[src/source/rv32i_types.sv]
package rv32i_types;

    typedef logic [31:0] word_t;
    typedef logic [4:0]  reg_sel_t;
    typedef logic [3:0]  mask_t;

    // Major opcodes of the supported subset
    typedef enum logic [6:0] {
        op_lui   = 7'b0110111,
        op_imm   = 7'b0010011,
        op_reg   = 7'b0110011,
        op_load  = 7'b0000011,
        op_store = 7'b0100011
    } opcode_e;

    typedef enum logic [2:0] {
        alu_add,
        alu_sub,
        alu_and,
        alu_or,
        alu_xor,
        alu_slt,
        alu_pass_b
    } alu_op_e;

    typedef struct packed {
        logic  valid;
        word_t pc;
        word_t instr;
    } if_id_t;

    typedef struct packed {
        logic     valid;
        alu_op_e  alu_op;
        word_t    a;
        word_t    b;
        word_t    store_data;
        reg_sel_t rd;
        logic     reg_write;
        logic     mem_read;
        logic     mem_write;
    } id_ex_t;

    typedef struct packed {
        logic     valid;
        word_t    alu_result;
        word_t    store_data;
        reg_sel_t rd;
        logic     reg_write;
        logic     mem_read;
        logic     mem_write;
    } ex_mem_t;

    typedef struct packed {
        logic     valid;
        reg_sel_t rd;
        logic     reg_write;
        word_t    value;
    } mem_wb_t;

endpackage

[src/source/cpu.sv]
`timescale 1ns/1ps

module cpu #(
    parameter rv32i_types::word_t RESET_PC = 32'h0000_0000
) (
    input  logic                 clk,
    input  logic                 rst_n,

    output rv32i_types::word_t   imem_addr,
    output rv32i_types::mask_t   imem_rmask,
    input  rv32i_types::word_t   imem_rdata,
    input  logic                 imem_resp,

    output rv32i_types::word_t   dmem_addr,
    output rv32i_types::mask_t   dmem_rmask,
    output rv32i_types::mask_t   dmem_wmask,
    input  rv32i_types::word_t   dmem_rdata,
    output rv32i_types::word_t   dmem_wdata,
    input  logic                 dmem_resp
);

    rv32i_types::if_id_t    if_id_reg, if_id_next;
    rv32i_types::id_ex_t    id_ex_reg, id_ex_next;
    rv32i_types::ex_mem_t   ex_mem_reg, ex_mem_next;
    rv32i_types::mem_wb_t   mem_wb_reg, mem_wb_next;

    rv32i_types::reg_sel_t  rs1_s, rs2_s;
    rv32i_types::word_t     rs1_v, rs2_v;
    logic                   mem_busy;
    logic                   stall_id;
    logic                   fetch_stall;

    assign fetch_stall = mem_busy || stall_id;

    // mem_busy freezes everything, stall_id bubbles into execute
    always_ff @(posedge clk or negedge rst_n) begin
        if (!rst_n) begin
            if_id_reg.valid  <= 1'b0;
            id_ex_reg.valid  <= 1'b0;
            ex_mem_reg.valid <= 1'b0;
            mem_wb_reg.valid <= 1'b0;
        end else if (!mem_busy) begin
            if (!stall_id) begin
                if_id_reg <= if_id_next;
            end
            id_ex_reg <= id_ex_next;
            if (stall_id) begin
                id_ex_reg.valid <= 1'b0;
            end
            ex_mem_reg <= ex_mem_next;
            mem_wb_reg <= mem_wb_next;
        end
    end

    fetch_stage #(
        .RESET_PC (RESET_PC)
    ) i_fetch (
        .clk        (clk),
        .rst_n      (rst_n),
        .stall      (fetch_stall),
        .imem_rdata (imem_rdata),
        .imem_resp  (imem_resp),
        .imem_addr  (imem_addr),
        .imem_rmask (imem_rmask),
        .if_id      (if_id_next)
    );

    decode_stage i_decode (
        .if_id      (if_id_reg),
        .rs1_v      (rs1_v),
        .rs2_v      (rs2_v),
        .ex_rd      (id_ex_reg.rd),
        .mem_rd     (ex_mem_reg.rd),
        .wb_rd      (mem_wb_reg.rd),
        .ex_writes  (id_ex_reg.valid && id_ex_reg.reg_write),
        .mem_writes (ex_mem_reg.valid && ex_mem_reg.reg_write),
        .wb_writes  (mem_wb_reg.valid && mem_wb_reg.reg_write),
        .rs1_s      (rs1_s),
        .rs2_s      (rs2_s),
        .stall_id   (stall_id),
        .id_ex      (id_ex_next)
    );

    execute_stage i_execute (
        .id_ex  (id_ex_reg),
        .ex_mem (ex_mem_next)
    );

    memory_stage i_memory (
        .clk        (clk),
        .rst_n      (rst_n),
        .ex_mem     (ex_mem_reg),
        .dmem_rdata (dmem_rdata),
        .dmem_resp  (dmem_resp),
        .dmem_addr  (dmem_addr),
        .dmem_wdata (dmem_wdata),
        .dmem_rmask (dmem_rmask),
        .dmem_wmask (dmem_wmask),
        .mem_busy   (mem_busy),
        .mem_wb     (mem_wb_next)
    );

    register_file i_regfile (
        .clk    (clk),
        .rst_n  (rst_n),
        .mem_wb (mem_wb_reg),
        .rs1_s  (rs1_s),
        .rs2_s  (rs2_s),
        .rs1_v  (rs1_v),
        .rs2_v  (rs2_v)
    );

endmodule

[src/source/decode_stage.sv]
`timescale 1ns/1ps

module decode_stage (
    input  rv32i_types::if_id_t    if_id,
    input  rv32i_types::word_t     rs1_v,
    input  rv32i_types::word_t     rs2_v,
    input  rv32i_types::reg_sel_t  ex_rd,
    input  rv32i_types::reg_sel_t  mem_rd,
    input  rv32i_types::reg_sel_t  wb_rd,
    input  logic                   ex_writes,
    input  logic                   mem_writes,
    input  logic                   wb_writes,
    output rv32i_types::reg_sel_t  rs1_s,
    output rv32i_types::reg_sel_t  rs2_s,
    output logic                   stall_id,
    output rv32i_types::id_ex_t    id_ex
);

    rv32i_types::word_t    instr;
    rv32i_types::word_t    imm_i, imm_s, imm_u;
    rv32i_types::alu_op_e  f3_op;
    logic                  f3_known;
    logic                  use_rs1, use_rs2;
    logic                  rs1_hit, rs2_hit;
    logic [2:0]            funct3;
    logic [6:0]            funct7;

    assign instr  = if_id.instr;
    assign funct3 = instr[14:12];
    assign funct7 = instr[31:25];
    assign rs1_s  = instr[19:15];
    assign rs2_s  = instr[24:20];

    assign imm_i = {{20{instr[31]}}, instr[31:20]};
    assign imm_s = {{20{instr[31]}}, instr[31:25], instr[11:7]};
    assign imm_u = {instr[31:12], 12'h000};

    // ALU operation shared by OP and OP-IMM
    always_comb begin
        f3_known = 1'b1;
        f3_op    = rv32i_types::alu_add;
        case (funct3)
            3'b000:  f3_op = rv32i_types::alu_add;
            3'b010:  f3_op = rv32i_types::alu_slt;
            3'b100:  f3_op = rv32i_types::alu_xor;
            3'b110:  f3_op = rv32i_types::alu_or;
            3'b111:  f3_op = rv32i_types::alu_and;
            default: f3_known = 1'b0;
        endcase
    end

    always_comb begin
        id_ex            = '0;
        id_ex.valid      = if_id.valid;
        id_ex.alu_op     = rv32i_types::alu_add;
        id_ex.a          = rs1_v;
        id_ex.b          = rs2_v;
        id_ex.store_data = rs2_v;
        id_ex.rd         = instr[11:7];
        use_rs1          = 1'b0;
        use_rs2          = 1'b0;
        case (rv32i_types::opcode_e'(instr[6:0]))
            rv32i_types::op_lui: begin
                id_ex.alu_op    = rv32i_types::alu_pass_b;
                id_ex.b         = imm_u;
                id_ex.reg_write = 1'b1;
            end
            rv32i_types::op_imm: if (f3_known) begin
                id_ex.alu_op    = f3_op;
                id_ex.b         = imm_i;
                id_ex.reg_write = 1'b1;
                use_rs1         = 1'b1;
            end
            rv32i_types::op_reg:
                if (f3_known && (funct7 == 7'h00 || (funct7 == 7'h20 && funct3 == 3'b000))) begin
                    id_ex.alu_op    = funct7[5] ? rv32i_types::alu_sub : f3_op;
                    id_ex.reg_write = 1'b1;
                    use_rs1         = 1'b1;
                    use_rs2         = 1'b1;
                end
            rv32i_types::op_load: if (funct3 == 3'b010) begin
                id_ex.b         = imm_i;
                id_ex.reg_write = 1'b1;
                id_ex.mem_read  = 1'b1;
                use_rs1         = 1'b1;
            end
            rv32i_types::op_store: if (funct3 == 3'b010) begin
                id_ex.b         = imm_s;
                id_ex.mem_write = 1'b1;
                use_rs1         = 1'b1;
                use_rs2         = 1'b1;
            end
            default: ;
        endcase
    end

    // No forwarding, so wait until the producer has left writeback
    assign rs1_hit = use_rs1 && (rs1_s != '0) &&
                     ((ex_writes && ex_rd == rs1_s) || (mem_writes && mem_rd == rs1_s) ||
                      (wb_writes && wb_rd == rs1_s));
    assign rs2_hit = use_rs2 && (rs2_s != '0) &&
                     ((ex_writes && ex_rd == rs2_s) || (mem_writes && mem_rd == rs2_s) ||
                      (wb_writes && wb_rd == rs2_s));
    assign stall_id = if_id.valid && (rs1_hit || rs2_hit);

endmodule

[src/source/execute_stage.sv]
`timescale 1ns/1ps

module execute_stage (
    input  rv32i_types::id_ex_t   id_ex,
    output rv32i_types::ex_mem_t  ex_mem
);

    rv32i_types::word_t result;
    logic               less;

    // SLT compares as signed values
    assign less = $signed(id_ex.a) < $signed(id_ex.b);

    always_comb begin
        case (id_ex.alu_op)
            rv32i_types::alu_add: begin
                result = id_ex.a + id_ex.b;
            end
            rv32i_types::alu_sub: begin
                result = id_ex.a - id_ex.b;
            end
            rv32i_types::alu_and: begin
                result = id_ex.a & id_ex.b;
            end
            rv32i_types::alu_or: begin
                result = id_ex.a | id_ex.b;
            end
            rv32i_types::alu_xor: begin
                result = id_ex.a ^ id_ex.b;
            end
            rv32i_types::alu_slt: begin
                result = {31'b0, less};
            end
            rv32i_types::alu_pass_b: begin
                result = id_ex.b;
            end
            default: begin
                result = '0;
            end
        endcase
    end

    // Loads and stores use the add result as their address
    always_comb begin
        ex_mem.valid      = id_ex.valid;
        ex_mem.alu_result = result;
        ex_mem.store_data = id_ex.store_data;
        ex_mem.rd         = id_ex.rd;
        ex_mem.reg_write  = id_ex.reg_write;
        ex_mem.mem_read   = id_ex.mem_read;
        ex_mem.mem_write  = id_ex.mem_write;
    end

endmodule

[src/source/fetch_stage.sv]
`timescale 1ns/1ps

module fetch_stage #(
    parameter rv32i_types::word_t RESET_PC = 32'h0000_0000
) (
    input  logic                 clk,
    input  logic                 rst_n,
    input  logic                 stall,
    input  rv32i_types::word_t   imem_rdata,
    input  logic                 imem_resp,
    output rv32i_types::word_t   imem_addr,
    output rv32i_types::mask_t   imem_rmask,
    output rv32i_types::if_id_t  if_id
);

    typedef enum logic {req, hold} fetch_state_e;

    fetch_state_e       state;
    rv32i_types::word_t pc;
    rv32i_types::word_t held_instr;

    assign imem_addr  = pc;
    assign imem_rmask = (state == req) ? 4'hf : 4'h0;

    // A response taken during a stall waits in held_instr
    assign if_id.valid = (state == hold) || imem_resp;
    assign if_id.pc    = pc;
    assign if_id.instr = (state == hold) ? held_instr : imem_rdata;

    always_ff @(posedge clk or negedge rst_n) begin
        if (!rst_n) begin
            state <= req;
            pc    <= RESET_PC;
        end else begin
            if (if_id.valid && !stall) begin
                pc <= pc + 32'd4;
            end
            case (state)
                req:     if (imem_resp && stall) state <= hold;
                hold:    if (!stall) state <= req;
                default: state <= req;
            endcase
        end
    end

    always_ff @(posedge clk) begin
        if (state == req && imem_resp && stall) begin
            held_instr <= imem_rdata;
        end
    end

    assert property (@(posedge clk) disable iff (!rst_n)
        ((|imem_rmask) && !imem_resp) |=> $stable(imem_addr))
        else $error("imem_addr changed while a fetch was outstanding");

endmodule

[src/source/memory_stage.sv]
`timescale 1ns/1ps

module memory_stage (
    input  logic                   clk,
    input  logic                   rst_n,
    input  rv32i_types::ex_mem_t   ex_mem,
    input  rv32i_types::word_t     dmem_rdata,
    input  logic                   dmem_resp,
    output rv32i_types::word_t     dmem_addr,
    output rv32i_types::word_t     dmem_wdata,
    output rv32i_types::mask_t     dmem_rmask,
    output rv32i_types::mask_t     dmem_wmask,
    output logic                   mem_busy,
    output rv32i_types::mem_wb_t   mem_wb
);

    typedef enum logic {idle, wait_resp} mem_state_e;

    mem_state_e state;
    logic       access;
    logic       done;

    assign access = ex_mem.valid && (ex_mem.mem_read || ex_mem.mem_write);

    // The response finishes the access and lets the pipeline move on
    assign done     = (state == wait_resp) && dmem_resp;
    assign mem_busy = access && !done;

    assign dmem_addr  = ex_mem.alu_result;
    assign dmem_wdata = ex_mem.store_data;
    assign dmem_rmask = (access && ex_mem.mem_read) ? 4'hf : 4'h0;
    assign dmem_wmask = (access && ex_mem.mem_write) ? 4'hf : 4'h0;

    always_ff @(posedge clk or negedge rst_n) begin
        if (!rst_n) begin
            state <= idle;
        end else begin
            case (state)
                idle:      if (access) state <= wait_resp;
                wait_resp: if (done) state <= idle;
                default:   state <= idle;
            endcase
        end
    end

    always_comb begin
        mem_wb.valid     = ex_mem.valid;
        mem_wb.rd        = ex_mem.rd;
        mem_wb.reg_write = ex_mem.reg_write;
        mem_wb.value     = ex_mem.mem_read ? dmem_rdata : ex_mem.alu_result;
    end

    assert property (@(posedge clk) disable iff (!rst_n)
        !((|dmem_rmask) && (|dmem_wmask)))
        else $error("dmem read and write requested together");

    // A response is only expected after a request was issued
    assert property (@(posedge clk) disable iff (!rst_n)
        (state == idle) |-> !dmem_resp)
        else $error("dmem_resp without an outstanding request");

endmodule

[src/source/register_file.sv]
`timescale 1ns/1ps

module register_file (
    input  logic                   clk,
    input  logic                   rst_n,
    input  rv32i_types::mem_wb_t   mem_wb,
    input  rv32i_types::reg_sel_t  rs1_s,
    input  rv32i_types::reg_sel_t  rs2_s,
    output rv32i_types::word_t     rs1_v,
    output rv32i_types::word_t     rs2_v
);

    // x0 has no storage
    rv32i_types::word_t regs [1:31];
    logic               we;

    assign we = mem_wb.valid && mem_wb.reg_write && (mem_wb.rd != '0);

    always_ff @(posedge clk or negedge rst_n) begin
        if (!rst_n) begin
            for (int i = 1; i < 32; i++) begin
                regs[i] <= '0;
            end
        end else if (we) begin
            regs[mem_wb.rd] <= mem_wb.value;
        end
    end

    // Reads see the old value during the write cycle
    always_comb begin
        if (rs1_s == '0) begin
            rs1_v = '0;
        end else begin
            rs1_v = regs[rs1_s];
        end
    end

    always_comb begin
        if (rs2_s == '0) begin
            rs2_v = '0;
        end else begin
            rs2_v = regs[rs2_s];
        end
    end

endmodule

[config.mk]
export PLATFORM = sky130hd
export DESIGN_NAME = cpu
export DESIGN_NICKNAME = d
export VERILOG_FILES = /design/src/source/rv32i_types.sv /design/src/source/cpu.sv /design/src/source/decode_stage.sv /design/src/source/execute_stage.sv /design/src/source/fetch_stage.sv /design/src/source/memory_stage.sv /design/src/source/register_file.sv
export SDC_FILE = /design/constraint.sdc
export NUM_CORES = 2
export LEC_CHECK = 0
export ABC_CLOCK_PERIOD_IN_PS = 7200
export BUFFER_PORTS_ARGS = -buffer_cell sky130_fd_sc_hd__buf_2
export CAP_MARGIN = 20
export CORE_UTILIZATION = 57
export DETAILED_ROUTE_END_ITERATION = 10
export PLACE_DENSITY = 0.87
export SLEW_MARGIN = 20
export SYNTH_ARGS = -nofsm -noshare
export SYNTH_HDL_FRONTEND = slang
export SYNTH_SLANG_ARGS = --single-unit
[constraint.sdc]
create_clock -name clk -period 7.2 [get_ports clk]
set_input_delay 1.44 -clock clk [delete_from_list [all_inputs] [get_ports clk]]
set_output_delay 1.44 -clock clk [all_outputs]
set_load 0.05 [all_outputs]
* Word-level counts from Yosys, hierarchy flattened *
Index checks and enable logic that the tools add are counted.

cells by class
  multipliers = 0
  equal/unequal tests = 22
  add/subtract/negate cells = 3
  bitwise gates (word level) = 10
  reductions and logical operators = 51
  mux-type cells = 40
  $lt $le $gt $ge = 5
  shifts and indexed selects = 0
  divide/modulo/power cells = 0

operator list
  cell                                            number
  bitwise mux 992 bit                             1
  two-way mux 32 bit                              11
  binary-select mux 32 bit (select 5 bit)         2
  one-hot mux 32 bit (7 select lines)             1
  demux 32 bit (select 5 bit)                     1
  one-hot mux 32 bit (4 select lines)             1
  adder 32 x 3 -> 32 bit (second input constant)  1
  adder 32 bit                                    1
  bitwise AND 32 bit                              1
  less-than comparator 32 bit                     1
  OR 32 bit                                       1
  subtractor 32 bit                               1
  XOR 32 bit                                      1
  == test 5 bit                                   6
  == test 7 x 6 -> 1 bit (second input constant)  4
  logical AND 1 bit                               27
  == test 3 bit (second input constant)           6
  >= comparator 6 bit (second input constant)     3
  inverter 5 -> 6 bit                             3
  nonzero test 5 bit                              3
  two-way mux 4 bit                               3
  one-hot mux 3 bit (4 select lines)              1
  zero test 5 bit                                 2
  == test 3 x 2 -> 1 bit (second input constant)  3
  20 further kinds                                46

word-level totals
  register bits = 1311
  bits in read-only memories = 0
  memories = 0
  bits of input ports = 68
  output and inout port bits = 108
  word-level logic and storage cells = 188
  latch bits = 0
  bits in writable memories = 0

* Logic depth before layout (Yosys ltp) *
  word-level depth = 14
  mapped depth = 12
  gate-level depth less buffers = 12

* Cells and area by module *
A second synthesis with hierarchy kept.

unflattened totals
  cell total of the unflattened synthesis = 5636
  area total of the unflattened synthesis = 74396.4 um^2

by module, submodules not included
  module         cells an instance  area each (um^2)  times used  seq. area each (um^2)
  register_file  3792               53620.2           1           24823.8
  cpu            297                8633.3            1           8538.2
  execute_stage  850                5714.2            1           0.0
  fetch_stage    231                3039.2            1           1736.7
  decode_stage   347                2222.1            1           0.0
  memory_stage   119                1167.4            1           25.0

* Worst setup path before layout *
No wires, ideal clock.

  path kind = input to register
  from = input port dmem_resp
  to = register if_id_reg[0] in the netlist's numbering (enable)
  data required time = 6.808 ns
  path buffers = 0
  data arrival time = 7.867 ns
  setup slack = -1.059 ns
  stages = 4
  cell sequence = a21oi_1 -> nand2_1 -> and2_1 -> and2_1

between the ends
  word-level cells in the longest chain between the ends = 5

ends and longest elaborated chain
  what                           RTL line            source
  start, declared                cpu.sv:19           input logic dmem_resp
  logical AND 1 bit              memory_stage.sv:26  assign done = (state == wait_resp) && dmem_resp;
  zero test 1 bit                memory_stage.sv:27  assign mem_busy = access && !done;
  logical AND 1 bit              memory_stage.sv:27
  inverter 1 bit (no line)       --
  AND reduction 3 bit (no line)  --
  end signal, assigned           cpu.sv:44           if_id_reg <= if_id_next;
  end, declared                  cpu.sv:22           rv32i_types::if_id_t if_id_reg, if_id_next;

No other way between the ends.
A chain may end at the register's enable or synchronous reset.

==> results.toml <==
[run_status]
status = "completed"

[floorplanning]
io_pins = 176
fp.dieH_um = 354
dieArea_um2 = 125000
chipWidth_um = 354
start_util_pct = 57.7
core-area_um2 = 122000
row_count = 128

[critical_path]
required_ns = 7.67
cp_max_fo = 113
path_cells = "buf_12 -> nor2b_4 -> buf_4 -> a22o_1 -> mux4_2 -> mux2_2 -> nand2_1 -> nand2_1 -> a222oi_1 -> inv_1"
max_stage_delay_ns = 0.55
path_class = "reg2reg"
cp-end-kind = "flop"
cp.arrival_ns = 4.71
r2r_end = "id_ex_reg[41]$_DFFE_PP_"
cp_slowest_cell = "a222oi_1"
crit_path_frequent_cell = "nand2_1"
rrSetupSlack_ns = 2.96
setup.worst_path.start_class = "flop"
regToRegStartpoint = "if_id_reg[21]$_DFFE_PP_"
startpoint = "if_id_reg[21]$_DFFE_PP_"
r2r_cells = 10

[route]
wl_met1_um = 71400
postRouteAntennaNets = 0
avgViaCountPerCell = 7.15
vias = 45400
met3_wirelength_um = 23100
drt_first_iter_violations = 5822
wl_um = 203000
drt-pass1-iter-count = 7
drc = 0
route.met2.wl_um = 94900
wl_per_cell_um = 32.0
highest_layer = "met5"

[timing]
drv_slew = 0
min_period_ns = 4.24
worstMarginPinSlew_ns = 1.16
worst_slack_ns = 2.96
setup_viol = 0
fin_hold_ws_ns = 0.421
post-route-period-util_pct = 58.9
fmax_ghz = 0.236
finalHoldViolCount = 0
grt_setup_unrepaired = "no"
slew_headroom_pct = 22.4
fin_tns_setup_ns = 0
finalClockSkew_ns = 0.0277

[clock_tree]
clock_latency_ns = 0.77
cts_resized = 0
postCtsSetupRepairBufs = 0
cts_tree = "done"
htree_num_levels = 4
cts_buffers = 131
cts-root-buf = "clkbuf_16"
cts_sinks = 1309
holdBufCountCts = 0
clkTransAtPathRegs_ns = 0.06
clock_path_buffers = 3

[pwr]
fin_total_pwr_mw = 32.2
intPower_mw = 20.8
combPwrFrac_pct = 37.2
clockPowerShare_pct = 22.2
p_sw_mw = 11.4
total_leakage_power_nw = 33.1
switching_share_pct = 35.4
peakVddDrop_uv = 298
power_density_nw_per_um2 = 420
power_frac_seq_pct = 40.6

[cells_and_area]
drive_gt1_share_pct = 48.7
nets = 4768
final_area_um2 = 76600
finalNonFillerCells = 6343
syn_to_final_growth_pct = 8.42
largest_reg_flops = 992
utilization_pct = 62.6

[yosys]
netlist_instances = 4743
postSynthAreaPerCell_um2 = 14.9
synth_top_area_share_pct = 36.4
seq_area_frac_synth_pct = 48.4
netlist_area_um2 = 70600
synth_edf_count = 281
synthFlopType = "dfrtp_1"
ys_ff_latch = 1309
ys_top_cells_by_area = "dfrtp_1, mux2_2, mux4_2"
synth_top_cell_by_area = "dfrtp_1"
yosysWarnings = 0
synth-async-reset-ratio_pct = 78.5
synth_cell_types = 86

[grt]
antenna_found_initial = 10
grt_max_degree = 176
grt_pass1_wl_um = 305000
grt_pass1_vias = 46700
grt.total_usage_pct = 32.7
grt_overflow = 0

[placement]
dp_cells = 6092
place_ws_ns = 3.00
place_hpwl_um = 118000
gp_congestion = 0.978
placed_area_um2 = 72100
placement.io_buffers = 173

[min_path]
whs_path_depth = 0
hold_end = "ex_mem_reg[14]$_DFFE_PP_"
min-delay-start = "id_ex_reg[14]$_DFFE_PP_"
min_path_type = "reg2reg"

[job]
max_cap_viol_count = 0
## layer usage
metal | global-route usage, % | vias up
met3 | 9.34 | 860
met5 | 0 | -
met1 | 41.3 | 23600
met2 | 50.7 | 3122
li1 | - | 17800
met4 | 19.2 | 8
## layout by cell type (no fill, tap or decap), types with 24 or more instances in the layout
cell type and count:
nor3_1 27, clkbuf_8 25, ha_1 97, a22o_1 67
mux2_2 1186, o21ai_0 51, buf_2 172, nor2_1 100
buf_4 77, nand3_1 28, nand2_1 75, edfxtp_1 281
a21oi_1 88, mux4_2 577, clkbuf_16 135, dfrtp_1 1028
inv_1 119, mux2i_1 35, xnor2_1 59, clkbuf_1 25
o22ai_1 24
## worst max-delay path: cells and delay by family, from the launching register on
| kind | cells | cell delay, ns |
|---|---|---|
| AO/OA/AOI/OAI | 2 | 0.84 |
| buffers and inverters | 3 | 0.98 |
| AND/OR/NAND/NOR | 3 | 0.48 |
| flip-flops | 1 | 0.44 |
| multiplexers | 2 | 0.87 |
## how the worst max path moves through the flow
stage	endpoint	slack, ns	cells past startpoint
2_1_floorplan	if_id_reg[0]$_DFFE_PP_	1.45	4
3_3_place_gp	id_ex_reg[63]$_DFFE_PP_	3.13	6
3_5_place_dp	id_ex_reg[63]$_DFFE_PP_	3.00	6
4_1_cts	id_ex_reg[63]$_DFFE_PP_	3.00	6
5_1_grt	i_fetch.held_instr[4]$_DFFE_PP_	2.82	8
6_report	id_ex_reg[41]$_DFFE_PP_	2.96	10
## synth_stat cells (7+ instances only)
library cell,number
mux2i_1,35
a21boi_0,7
a21oi_1,88
nand2b_1,15
ha_1,97
edfxtp_1,281
nor2_1,118
nor3_1,29
a221o_1,20
a21o_1,14
buf_1,106
nor4_1,13
o21ai_0,51
and3_1,13
inv_1,119
nand3_1,31
buf_2,32
o31ai_1,11
or2_2,9
a31oi_1,12
o22ai_1,24
and2_1,10
xnor2_1,59
a22o_1,67
nand2_1,80
clkbuf_1,290
o21bai_1,12
xor2_1,18
o221ai_1,15
o21a_1,16
nand4_1,16
dfrtp_1,1028
nor2b_1,12
or3_1,7
mux4_2,577
buf_4,108
o31a_1,7
o211ai_1,16
mux2_2,1186
## cell type report
| cell class | count | area (um^2) |
|---|---|---|
| Multi-Input combinational cell | 2778 | 33700 |
| Fill cell | 8168 | 45800 |
| Sequential cell | 1309 | 34200 |
| Tap cell | 1625 | 2030 |
| Timing Repair Buffer | 262 | 1690 |
| Clock buffer | 185 | 3820 |
| Antenna cell | 6 | 15.0 |
| Inverter | 119 | 447 |
| Clock inverter | 59 | 666 |
## cells by family (layout without fill, tap and decap cells)
logic type | count (synthesis) | count (layout) | synth area share (%)
other | 1 | 8 | 0.00531
XOR/XNOR | 77 | 77 | 0.955
buffers and inverters | 657 | 625 | 4.14
adder cells (fa/ha/maj) | 99 | 99 | 1.78
multiplexers | 1798 | 1798 | 37.8
flip-flops | 1309 | 1309 | 48.4
AND/OR/NAND/NOR | 377 | 377 | 2.60
AO/OA/AOI/OAI | 425 | 425 | 4.34
## power by group through the flow
stage          Clock (mW)  Combinational [mW]  Sequential, mW
3_5_place_dp            0                11.6            13.0
4_1_cts              7.17                11.8            12.9
2_1_floorplan           0                9.49            11.8
6_report             7.15                12.0            13.0
5_1_grt              7.46                12.6            13.4
3_3_place_gp            0                11.3            12.7
(Power assumes the default switching activity.)
